[src/sensor_pkg.sv]
`default_nettype none

package sensor_pkg;

	localparam int PIXEL_BITS = 8;
	localparam int RAMP_STEPS = 2 ** PIXEL_BITS; // One convert step per code.

	typedef logic [PIXEL_BITS-1:0] pixel_t;

	function automatic pixel_t to_gray(input pixel_t bin);
		return bin ^ (bin >> 1);
	endfunction

	function automatic pixel_t from_gray(input pixel_t gray);
		pixel_t bin;
		bin[PIXEL_BITS-1] = gray[PIXEL_BITS-1];
		for (int i = PIXEL_BITS - 2; i >= 0; i--) begin
			bin[i] = bin[i+1] ^ gray[i]; // Running XOR from the MSB down.
		end
		return bin;
	endfunction

endpackage

`default_nettype wire

[src/phase_pkg.sv]
`default_nettype none

package phase_pkg;

	typedef enum logic [2:0] {
		phase_idle,
		phase_erase,
		phase_expose,
		phase_convert,
		phase_read
	} phase_t;

	localparam int DEFAULT_ERASE_CYCLES = 5;
	localparam int DEFAULT_EXPOSE_CYCLES = 16;
	localparam int DEFAULT_ROW_READ_CYCLES = 5; // Per row.

endpackage

`default_nettype wire

[src/frame_sequencer.sv]
`timescale 1ns/100ps
`default_nettype none

module frame_sequencer import phase_pkg::*, sensor_pkg::*; #(
	parameter int PIXEL_ROWS = 3,
	parameter int ERASE_CYCLES = DEFAULT_ERASE_CYCLES,
	parameter int EXPOSE_CYCLES = DEFAULT_EXPOSE_CYCLES,
	parameter int ROW_READ_CYCLES = DEFAULT_ROW_READ_CYCLES
) (
	input wire clk,
	input wire reset,
	output logic erase,
	output logic expose,
	output logic convert,
	output pixel_t ramp_count,
	output pixel_t ramp_gray,
	output logic [PIXEL_ROWS-1:0] row_select,
	output logic row_strobe,
	output logic frame_done
);

	localparam int CNT_BITS = $clog2(ERASE_CYCLES + EXPOSE_CYCLES + RAMP_STEPS + ROW_READ_CYCLES);
	localparam int ROW_BITS = (PIXEL_ROWS > 1) ? $clog2(PIXEL_ROWS) : 1;

	phase_t phase;
	phase_t phase_next;
	logic [CNT_BITS-1:0] cycle_count;
	logic [CNT_BITS-1:0] phase_len;
	logic [ROW_BITS-1:0] row_count;
	logic last_cycle;
	logic last_row;
	pixel_t ramp_next;

	always_comb begin
		case (phase)
			phase_idle: phase_len = CNT_BITS'(1);
			phase_erase: phase_len = CNT_BITS'(ERASE_CYCLES);
			phase_expose: phase_len = CNT_BITS'(EXPOSE_CYCLES);
			phase_convert: phase_len = CNT_BITS'(RAMP_STEPS);
			default: phase_len = CNT_BITS'(ROW_READ_CYCLES); // One row slot.
		endcase
	end

	assign last_cycle = (cycle_count == phase_len - 1'b1);
	assign last_row = (row_count == ROW_BITS'(PIXEL_ROWS - 1));

	always_comb begin
		phase_next = phase;
		if (last_cycle) begin
			case (phase)
				phase_idle: phase_next = phase_erase;
				phase_erase: phase_next = phase_expose;
				phase_expose: phase_next = phase_convert;
				phase_convert: phase_next = phase_read;
				phase_read: begin
					if (last_row) begin
						phase_next = phase_idle; // Frame wraps around.
					end
				end
				default: phase_next = phase_idle;
			endcase
		end
	end

	assign ramp_next = (phase == phase_convert) ? ramp_count + 1'b1 : '0;

	always_ff @(posedge clk or posedge reset) begin
		if (reset) begin
			phase <= phase_idle;
			cycle_count <= '0;
			row_count <= '0;
			ramp_count <= '0;
			ramp_gray <= '0;
		end else begin
			phase <= phase_next;
			ramp_count <= ramp_next;
			ramp_gray <= to_gray(ramp_next); // Same edge as the binary ramp.
			if (last_cycle) begin
				cycle_count <= '0;
			end else begin
				cycle_count <= cycle_count + 1'b1;
			end
			if (phase == phase_read && last_cycle) begin
				row_count <= last_row ? '0 : row_count + 1'b1;
			end
		end
	end

	assign erase = (phase == phase_erase);
	assign expose = (phase == phase_expose);
	assign convert = (phase == phase_convert);
	assign row_select = (phase == phase_read) ? (PIXEL_ROWS'(1) << row_count) : '0;
	assign row_strobe = (phase == phase_read) && (cycle_count == CNT_BITS'(1)); // Bus settled.
	assign frame_done = (phase == phase_read) && last_cycle && last_row;

endmodule

`default_nettype wire

[src/pixel_cell.sv]
`timescale 1ns/100ps
`default_nettype none

module pixel_cell import sensor_pkg::*; (
	input wire clk,
	input wire reset,
	input wire erase,
	input wire expose,
	input wire convert,
	input wire pixel_t light,
	input wire pixel_t ramp_count,
	input wire pixel_t ramp_gray,
	output pixel_t level
);

	pixel_t threshold;
	logic tripped;

	always_ff @(posedge clk) begin
		if (expose) begin
			threshold <= pixel_t'(RAMP_STEPS - 1) - light; // Bright pixels trip early.
		end
	end

	// Comparator fires once per frame, at the matching ramp step.
	always_ff @(posedge clk or posedge reset) begin
		if (reset) begin
			tripped <= 1'b0;
			level <= '0;
		end else if (erase) begin
			tripped <= 1'b0;
			level <= '0;
		end else if (convert && !tripped && ramp_count == threshold) begin
			tripped <= 1'b1;
			level <= ramp_gray;
		end
	end

endmodule

`default_nettype wire

[src/pixel_array.sv]
`timescale 1ns/100ps
`default_nettype none

module pixel_array import sensor_pkg::*; #(
	parameter int PIXEL_COLS = 24,
	parameter int PIXEL_ROWS = 3
) (
	input wire clk,
	input wire reset,
	input wire erase,
	input wire expose,
	input wire convert,
	input wire pixel_t ramp_count,
	input wire pixel_t ramp_gray,
	input wire [PIXEL_ROWS*PIXEL_COLS*PIXEL_BITS-1:0] light,
	input wire [PIXEL_ROWS-1:0] row_select,
	output logic [PIXEL_COLS*PIXEL_BITS-1:0] column_bus
);

	localparam int ROW_BITS = PIXEL_COLS * PIXEL_BITS;

	wire [PIXEL_ROWS*ROW_BITS-1:0] levels;

	for (genvar r = 0; r < PIXEL_ROWS; r++) begin : g_row
		for (genvar c = 0; c < PIXEL_COLS; c++) begin : g_col
			localparam int IDX = r * PIXEL_COLS + c;
			pixel_cell u_cell (
				.clk(clk),
				.reset(reset),
				.erase(erase),
				.expose(expose),
				.convert(convert),
				.light(light[IDX*PIXEL_BITS +: PIXEL_BITS]),
				.ramp_count(ramp_count),
				.ramp_gray(ramp_gray),
				.level(levels[IDX*PIXEL_BITS +: PIXEL_BITS])
			);
		end
	end

	// One-hot row select makes the OR a plain mux.
	always_comb begin
		column_bus = '0;
		for (int r = 0; r < PIXEL_ROWS; r++) begin
			column_bus = column_bus | (levels[r*ROW_BITS +: ROW_BITS] & {ROW_BITS{row_select[r]}});
		end
	end

endmodule

`default_nettype wire

[src/row_serializer.sv]
`timescale 1ns/100ps
`default_nettype none

module row_serializer import sensor_pkg::*; #(
	parameter int PIXEL_COLS = 24,
	parameter int BUS_PIXELS = 8
) (
	input wire clk,
	input wire reset,
	input wire row_strobe,
	input wire [PIXEL_COLS*PIXEL_BITS-1:0] column_bus,
	output logic [BUS_PIXELS*PIXEL_BITS-1:0] data_out,
	output logic out_valid
);

	localparam int BEATS = PIXEL_COLS / BUS_PIXELS;
	localparam int BEAT_W = BUS_PIXELS * PIXEL_BITS;
	localparam int ROW_W = PIXEL_COLS * PIXEL_BITS;
	localparam int COUNT_BITS = $clog2(BEATS + 1);

	logic [ROW_W-1:0] decoded;
	logic [ROW_W-1:0] row_data;
	logic [COUNT_BITS-1:0] beats_left;

	always_comb begin
		for (int c = 0; c < PIXEL_COLS; c++) begin
			decoded[c*PIXEL_BITS +: PIXEL_BITS] = from_gray(column_bus[c*PIXEL_BITS +: PIXEL_BITS]);
		end
	end

	always_ff @(posedge clk or posedge reset) begin
		if (reset) begin
			beats_left <= '0;
		end else if (row_strobe) begin
			beats_left <= COUNT_BITS'(BEATS);
		end else if (beats_left != '0) begin
			beats_left <= beats_left - 1'b1;
		end
	end

	// Lowest columns leave first.
	always_ff @(posedge clk) begin
		if (row_strobe) begin
			row_data <= decoded;
		end else if (out_valid) begin
			row_data <= row_data >> BEAT_W;
		end
	end

	assign out_valid = (beats_left != '0);
	assign data_out = out_valid ? row_data[BEAT_W-1:0] : '0;

endmodule

`default_nettype wire

[src/image_sensor.sv]
`timescale 1ns/100ps
`default_nettype none

module image_sensor import phase_pkg::*, sensor_pkg::*; #(
	parameter int PIXEL_COLS = 24,
	parameter int PIXEL_ROWS = 3,
	parameter int BUS_PIXELS = 8,
	parameter int ERASE_CYCLES = DEFAULT_ERASE_CYCLES,
	parameter int EXPOSE_CYCLES = DEFAULT_EXPOSE_CYCLES,
	parameter int ROW_READ_CYCLES = DEFAULT_ROW_READ_CYCLES
) (
	input wire clk,
	input wire reset,
	input wire [PIXEL_ROWS*PIXEL_COLS*PIXEL_BITS-1:0] light,
	output wire [BUS_PIXELS*PIXEL_BITS-1:0] data_out,
	output wire out_valid,
	output wire frame_done
);

	wire erase;
	wire expose;
	wire convert;
	wire pixel_t ramp_count;
	wire pixel_t ramp_gray;
	wire [PIXEL_ROWS-1:0] row_select;
	wire row_strobe;
	wire [PIXEL_COLS*PIXEL_BITS-1:0] column_bus;

	if (PIXEL_COLS % BUS_PIXELS != 0) begin : g_bad_beat
		$error("PIXEL_COLS must be a multiple of BUS_PIXELS");
	end
	if (ROW_READ_CYCLES < PIXEL_COLS / BUS_PIXELS + 2) begin : g_bad_slot
		$error("ROW_READ_CYCLES too short for one row");
	end

	frame_sequencer #(
		.PIXEL_ROWS(PIXEL_ROWS),
		.ERASE_CYCLES(ERASE_CYCLES),
		.EXPOSE_CYCLES(EXPOSE_CYCLES),
		.ROW_READ_CYCLES(ROW_READ_CYCLES)
	) u_sequencer (
		.clk(clk),
		.reset(reset),
		.erase(erase),
		.expose(expose),
		.convert(convert),
		.ramp_count(ramp_count),
		.ramp_gray(ramp_gray),
		.row_select(row_select),
		.row_strobe(row_strobe),
		.frame_done(frame_done)
	);

	pixel_array #(
		.PIXEL_COLS(PIXEL_COLS),
		.PIXEL_ROWS(PIXEL_ROWS)
	) u_array (
		.clk(clk),
		.reset(reset),
		.erase(erase),
		.expose(expose),
		.convert(convert),
		.ramp_count(ramp_count),
		.ramp_gray(ramp_gray),
		.light(light),
		.row_select(row_select),
		.column_bus(column_bus)
	);

	row_serializer #(
		.PIXEL_COLS(PIXEL_COLS),
		.BUS_PIXELS(BUS_PIXELS)
	) u_serializer (
		.clk(clk),
		.reset(reset),
		.row_strobe(row_strobe),
		.column_bus(column_bus),
		.data_out(data_out),
		.out_valid(out_valid)
	);

endmodule

`default_nettype wire

[config.mk]
export PLATFORM = sky130hd
export DESIGN_NAME = image_sensor
export DESIGN_NICKNAME = d
export VERILOG_FILES = /design/src/sensor_pkg.sv /design/src/phase_pkg.sv /design/src/frame_sequencer.sv /design/src/pixel_cell.sv /design/src/pixel_array.sv /design/src/row_serializer.sv /design/src/image_sensor.sv
export SDC_FILE = /design/constraint.sdc
export NUM_CORES = 2
export LEC_CHECK = 0
export BUFFER_PORTS_ARGS = -buffer_cell sky130_fd_sc_hd__buf_4
export CAP_MARGIN = 20
export CORE_ASPECT_RATIO = 1.75
export CORE_MARGIN = 5
export CORE_UTILIZATION = 56
export DETAILED_ROUTE_END_ITERATION = 16
export PLACE_DENSITY = 0.76
export SYNTH_ARGS = -nofsm -noshare
export SYNTH_HDL_FRONTEND = slang
export SYNTH_HIERARCHICAL = 1
export SYNTH_SLANG_ARGS = --single-unit
[constraint.sdc]
create_clock -name clk -period 55.6 [get_ports clk]
set_input_delay 2.78 -clock clk [delete_from_list [all_inputs] [get_ports clk]]
set_output_delay 2.78 -clock clk [all_outputs]
set_load 0.01 [all_outputs]
Yosys cells after proc, flatten, opt, wreduce, memory -nomap -nowiden
Cells that the tools add are included.
{ "totals": {"memories": 0, "latchBits": 0, "reg_bits": 1448, "mem_bits_rw": 0, "mem_bits_ro": 0, "wordCells": 1150, "output_inout_bits": 66} }
{ "op_classes": {"n_shift": 1, "reduce_logical": 295, "n_bitwise": 174, "mux": 300, "n_mul": 0, "n_div": 0, "n_addsub": 77, "n_lt_le_gt_ge": 0, "eq_ne": 80} }
{ "ops": {"columns": ["operator", "count"], "rows": [
  ["two-way mux 8 bit", 145],
  ["bitwise AND 192 bit", 3],
  ["equality test 8 bit", 72],
  ["subtractor 8 bit, first input constant", 72],
  ["two-way mux 192 bit", 2],
  ["OR 192 bit", 2],
  ["bitwise XOR 1 bit", 168],
  ["nonzero test 2 bit", 74],
  ["logical AND 1 bit", 147],
  ["two-way mux 1 bit", 144],
  ["zero test 1 bit", 72],
  ["two-way mux 64 bit", 1],
  ["case mux 9 bit (3 select lines)", 1],
  ["case mux 3 bit (5 select lines)", 1],
  ["adder 9 x 1 -> 9 bit, second input constant", 1],
  ["equality test 9 x 1 -> 1 bit, second input constant", 1],
  ["equality test 9 bit", 1],
  ["two-way mux 9 bit", 1],
  ["subtractor 9 x 1 -> 9 bit, second input constant", 1],
  ["adder 8 x 1 -> 8 bit, second input constant", 1],
  ["bitwise XOR 8 x 7 -> 8 bit", 1],
  ["equality test 3 x 2 -> 1 bit, second input constant", 2],
  ["two-way mux 2 bit", 3],
  ["two-way mux 3 bit", 2],
  ["other kinds (9)", 9]
]} }

Logic depth before layout (Yosys ltp)
{ "depth": {"word_depth": 13, "depth_mapped": 13} }

Hierarchy
The synthesis kept the hierarchy.
{ "modules_own_cells": {"columns": ["mod", "n_inst", "area_per_inst_um2", "seq_area_each_um2", "cells_per_inst"], "rows": [
  ["pixel_cell", 72, 705.7, 465.4, 50],
  ["row_serializer", 1, 11806.3, 5815.6, 952],
  ["pixel_array", 1, 3204.3, 0.0, 447],
  ["frame_sequencer", 1, 1525.2, 725.7, 152]
]} }

Worst setup path after synthesis
OpenSTA, ideal clock, no wires.
{ "synth_timing": {"path_kind": "register to register", "from": "register u_sequencer.phase[2]", "to": "register u_array.g_row[0].g_col[0].u_cell.level[0]", "period_less_slack_ps": 19889, "t_arrival_ps": 19753, "n_path_buf": 0, "setup_ps": 136, "stages_incl_launch_ff": 4, "path_slack_ps": 35711, "path_cell_list": "dfrtp_1 > nor3b_1 > nor4_4 > a22o_1"} }
{ "synth_between": {"elab_cells_between_ends": 6} }
{ "synth_lines": {"columns": ["item", "line_no", "source"], "rows": [
  ["start, declared", "frame_sequencer.sv:25", "phase_t phase;"],
  ["start signal, assigned", "frame_sequencer.sv:69", "phase <= phase_idle;"],
  ["start signal, assigned", "frame_sequencer.sv:75", "phase <= phase_next;"],
  ["equality test 3 x 1 -> 1 bit (*)", "frame_sequencer.sv:89", "assign erase = (phase == phase_erase);"],
  ["via erase", "image_sensor.sv:20", "wire erase;"],
  ["two-way mux 8 bit or nonzero test 2 bit (tied branches)", null, null],
  ["end signal, assigned", "pixel_cell.sv:35", "level <= ramp_gray;"],
  ["end, declared", "pixel_cell.sv:13", "output pixel_t level"]
]} }
The timed path passes the listed nets; every way through them passes the cells marked *.
A chain may end at the register's enable or synchronous reset.

Worst setup path in the final report
{ "layout_timing": {"from": "register u_sequencer.phase[0]", "to": "output port frame_done"} }
{ "layout_between": {"elab_chain_cells": 6, "elab_cells_between_ends": 9} }
{ "layout_lines": {"columns": ["item", "line_no", "source"], "rows": [
  ["equality test 3 x 2 -> 1 bit or zero test 3 bit (tied branches)", "frame_sequencer.sv:35", "case (phase)"],
  ["case mux 9 bit (3 select lines)", "frame_sequencer.sv:35", null],
  ["subtractor 9 x 1 -> 9 bit", "frame_sequencer.sv:44", "assign last_cycle = (cycle_count == phase_len - 1'b1);"],
  ["equality test 9 bit", "frame_sequencer.sv:44", null],
  ["logical AND 1 bit (*) (2 in a row)", "frame_sequencer.sv:94", "assign frame_done = (phase == phase_read) && last_cycle && last_row;"],
  ["end, declared", "image_sensor.sv:17", "output wire frame_done"]
]} }
Every way passes the cells marked *; elsewhere a longest branch is shown, timed or not.

==> flow_summary.rst <==
.. list-table::
   :header-rows: 1

   * - Metric
     - Value
   * - Die ar.
     - 128000 sq um
   * - Number of buffers created by CTS
     - 133
   * - Slew @ Worst Pin
     - 1250 ps
   * - FF-to-FF path depth
     - 7
   * - FF-to-FF setup slack
     - 50670 ps
   * - Initial standard-cell utilization of the core
     - 56.3%
   * - Register area
     - 40100 sq um
   * - Width of the chip
     - 272 um
   * - Clock latency at the later pin of the worst-skew pair
     - 760 ps
   * - Number of remaining DRC errors
     - 0
   * - Number of vias in the routed layout
     - 44333
   * - Number of synthesized register bits
     - 1447
   * - Largest vdd supply drop
     - 0.0293 mV
   * - NumNets Final
     - 6427
   * - DRT Wirelength
     - 177 mm
   * - Total number of H-tree levels
     - 4
   * - Most frequent cells in the layout
     - sky130_fd_sc_hd__inv_1 (1070), sky130_fd_sc_hd__edfxtp_1 (768), sky130_fd_sc_hd__buf_4 (678)
   * - Setup bufs post-CTS
     - 0
   * - Library cell occupying the most area in the post-synthesis netlist
     - sky130_fd_sc_hd__edfxtp_1
   * - Arrival @ worst endpoint
     - 3190 ps
   * - Fin. Hold Viols
     - 0
   * - Total of endpoints with negative setup slack in the final report
     - 0
   * - FF-to-FF End
     - u_serializer/row_data[101]$_DFFE_PP_
   * - Synth async-reset ratio
     - 46.9%
   * - Root Buffer
     - sky130_fd_sc_hd__clkbuf_16
   * - Residual antenna-violating net count after detailed routing
     - 0
   * - Synthesized netlist net count
     - 5734
   * - Power density over the cells
     - 26.9 nW/um^2
   * - Height of the die
     - 469 um
   * - Total standard cell area after synthesis
     - 67300 sq um
   * - Worst setup margin
     - 49630 ps
   * - RSZ-0062 raised after global routing
     - false
   * - Maximum number of pins on one net before global-route repair
     - 161
   * - Setup total negative slack
     - 0 ps
   * - Total count of max-transition violations in the final report
     - 0
   * - Crit path time final
     - 5970 ps
   * - Worst reg2reg path startpoint
     - u_sequencer/phase[2]$_DFFE_PP0P_
   * - Leak Pwr
     - 34.2 nW
   * - CTS resizes
     - 0
   * - Mapped Cells
     - 5151
   * - Layout cell share with drive strength beyond 1
     - 20.0%
   * - Total congestion overflow
     - 0
   * - Tot GR Track Use
     - 27.1%
   * - 1st-pass router iterations
     - 11
   * - Number of hold buffers added after cts
     - 0
   * - Area share of the largest cell type after synthesis
     - 34.2%
   * - Crit end category
     - primary output
   * - Area of combinational cells with multiple inputs
     - 22500 sq um
   * - Library cells used by synthesis
     - 59
   * - Boundary Pins
     - 644
   * - Most common cell after layout, fill and taps aside
     - sky130_fd_sc_hd__inv_1
   * - Path class of the lowest-slack min-delay path
     - reg2reg
   * - Number of clock sinks
     - 1447
   * - Drt first-iter violations
     - 4276
   * - Vias in the first global route
     - 46780
   * - Clk slew on worst S/H paths
     - 60 ps
   * - Worst Setup SP
     - u_sequencer/phase[0]$_DFFE_PP0P_
   * - Type of origin of the critical path
     - flip-flop
   * - Worst Path Max Fanout
     - 9
   * - Max-cap violations
     - 0
   * - Placer Congestion
     - 0.859
   * - Layout Skew
     - 26.3 ps
   * - Maximum root-to-sink buffer count
     - 3
   * - HPWL Detailed
     - 121 mm
   * - First-pass GRT wire length
     - 269 mm
   * - Number of antenna violations at the first check in global routing
     - 9
   * - Power, Total
     - 2.10 mW
   * - Layout overhead on the synthesized area
     - 16.0%
   * - Number of cells traversed by the worst hold path
     - 1
   * - Average via count per standard cell
     - 5.92
   * - FP Rows
     - 168
   * - Syn_area_per_cell
     - 13.1 sq um
   * - FILL cells
     - 8688
   * - Start-to-end type of the worst setup path
     - reg2out
   * - Final period utilization
     - 10.7%
   * - Top_reg_cell synth
     - sky130_fd_sc_hd__edfxtp_1
   * - Worst slack after detailed placement
     - 50450 ps
   * - CTS tree
     - yes
   * - Port-buffer cells
     - 643
   * - Sequential-to-total area share from yosys stat
     - 59.5%
   * - Outcome
     - finished clean
   * - Cell types occupying the most area after synthesis
     - sky130_fd_sc_hd__edfxtp_1 (34%), sky130_fd_sc_hd__dfrtp_1 (25%), sky130_fd_sc_hd__xnor2_1 (7.6%)
   * - Area inside the core boundary
     - 120000 sq um
   * - CP Data Required Time
     - 52820 ps
   * - Critical path destination
     - frame_done
   * - Synth warn
     - 6
   * - Maximum clock frequency
     - 167 MHz
   * - Worst rel slew slack
     - 16.7%
   * - Mean routed wirelength per cell
     - 23.6 um
   * - EDFF count, synth
     - 768
## layout make-up
| cell class | count | area share [%] |
|---|---|---|
| diodes | 5 | 0.0160 |
| multi-input cells | 2508 | 28.8 |
| well taps | 1530 | 2.45 |
| clock inverters | 48 | 0.504 |
| repair buffers | 682 | 6.63 |
| flip-flops and latches | 1447 | 51.3 |
| clock buffers | 200 | 5.10 |
| inverters | 1072 | 5.16 |
## through the flow
stage | cells | hold WS [ps] | utilization, % | cell area [sq um]
final | 7492 | 492 | 65.3 | 78100
after global routing | 7491 | 507 | 65.3 | 78100
after CTS | 7487 | 496 | 65.3 | 78100
after detailed placement | 7239 | 478 | 61.7 | 73700
after global placement | 7238 | 471 | 61.6 | 73700
after floorplan | 5151 | 459 | - | 67300
## worst max-delay path: stages, from the launching register on
cell                       delay [ps]
sky130_fd_sc_hd__dfrtp_1          460
sky130_fd_sc_hd__nor2_1           210
sky130_fd_sc_hd__nand2_1          200
sky130_fd_sc_hd__ha_1             300
sky130_fd_sc_hd__xor2_1           180
sky130_fd_sc_hd__nand2b_1         160
sky130_fd_sc_hd__a221oi_2         470
sky130_fd_sc_hd__and3_2           330
sky130_fd_sc_hd__buf_4            150
## Yosys cell counts (21+ instances only)
master and count:
sky130_fd_sc_hd__o21ai_0 22, sky130_fd_sc_hd__a222oi_1 192, sky130_fd_sc_hd__nand2_1 58, sky130_fd_sc_hd__nor2_1 67, sky130_fd_sc_hd__edfxtp_1 768, sky130_fd_sc_hd__xor2_1 142
sky130_fd_sc_hd__mux2_2 94, sky130_fd_sc_hd__a22o_1 577, sky130_fd_sc_hd__buf_6 42, sky130_fd_sc_hd__nand3_1 81, sky130_fd_sc_hd__a21oi_1 40, sky130_fd_sc_hd__inv_1 1072
sky130_fd_sc_hd__buf_2 21, sky130_fd_sc_hd__and2_1 40, sky130_fd_sc_hd__o2111ai_1 72, sky130_fd_sc_hd__o31a_1 72, sky130_fd_sc_hd__a21o_2 72, sky130_fd_sc_hd__clkbuf_1 52
sky130_fd_sc_hd__dfrtp_1 679, sky130_fd_sc_hd__xnor2_1 587, sky130_fd_sc_hd__nor2b_1 72, sky130_fd_sc_hd__a2111o_1 72, sky130_fd_sc_hd__nor4_4 72
## registers in the layout (all words and copies together), names as in the netlist, 3 cells and up
register / cells
u_array/g_row.g_col.u_cell/tripped: 72
u_array/g_row.g_col.u_cell/threshold: 576
u_sequencer/ramp_gray: 7
u_sequencer/phase: 3
u_sequencer/cycle_count: 9
u_array/g_row.g_col.u_cell/level: 576
u_serializer/row_data: 192
u_sequencer/ramp_count: 8
## routing by layer
layer / vias to the layer above / share of wire [%] / track usage [%]
met4: 0 / 4.9 / 12.7
met1: 22225 / 37 / 32.1
li1: 19854 / - / -
met3: 413 / 6.4 / 4.50
met2: 1841 / 52 / 48.3
met5: - / 0 / 0
## power by group
group | leakage (nW) | switching (mW) | internal [mW] | total (mW)
logic | 16.4 | 0.0251 | 0.0289 | 0.0540
registers | 15.7 | 0.000139 | 1.13 | 1.13
clock network | 2.16 | 0.406 | 0.514 | 0.920
total | 34.2 | 0.431 | 1.67 | 2.10
## how the worst min path moves through the flow
stage                                                                      from                                                    end  slack [ps]
after floorplan            u_array/g_row[0].g_col[0].u_cell/tripped$_DFFE_PP0P_   u_array/g_row[0].g_col[0].u_cell/tripped$_DFFE_PP0P_         460
after global placement     u_array/g_row[1].g_col[2].u_cell/tripped$_DFFE_PP0P_   u_array/g_row[1].g_col[2].u_cell/tripped$_DFFE_PP0P_         470
after detailed placement  u_array/g_row[0].g_col[18].u_cell/tripped$_DFFE_PP0P_  u_array/g_row[0].g_col[18].u_cell/tripped$_DFFE_PP0P_         480
after CTS                  u_array/g_row[1].g_col[2].u_cell/tripped$_DFFE_PP0P_   u_array/g_row[1].g_col[2].u_cell/tripped$_DFFE_PP0P_         500
after global routing      u_array/g_row[2].g_col[20].u_cell/tripped$_DFFE_PP0P_  u_array/g_row[2].g_col[20].u_cell/tripped$_DFFE_PP0P_         510
final                      u_array/g_row[0].g_col[9].u_cell/tripped$_DFFE_PP0P_   u_array/g_row[0].g_col[9].u_cell/tripped$_DFFE_PP0P_         490
## cells by family (layout without fill, tap and decap cells)
family                   after synthesis  after routing  synth area share, %
multiplexers                          97             97                 1.62
flip-flops                          1447           1447                 59.5
other                                  0              5                    0
buffers and inverters               1196           2002                 7.18
adder cells (fa/ha/maj)                5              5               0.0929
AO/OA/AOI/OAI                       1173           1173                 15.4
XOR/XNOR                             765            765                 10.7
AND/OR/NAND/NOR                      468            468                 5.52
Power figures use the tool's default switching activity.
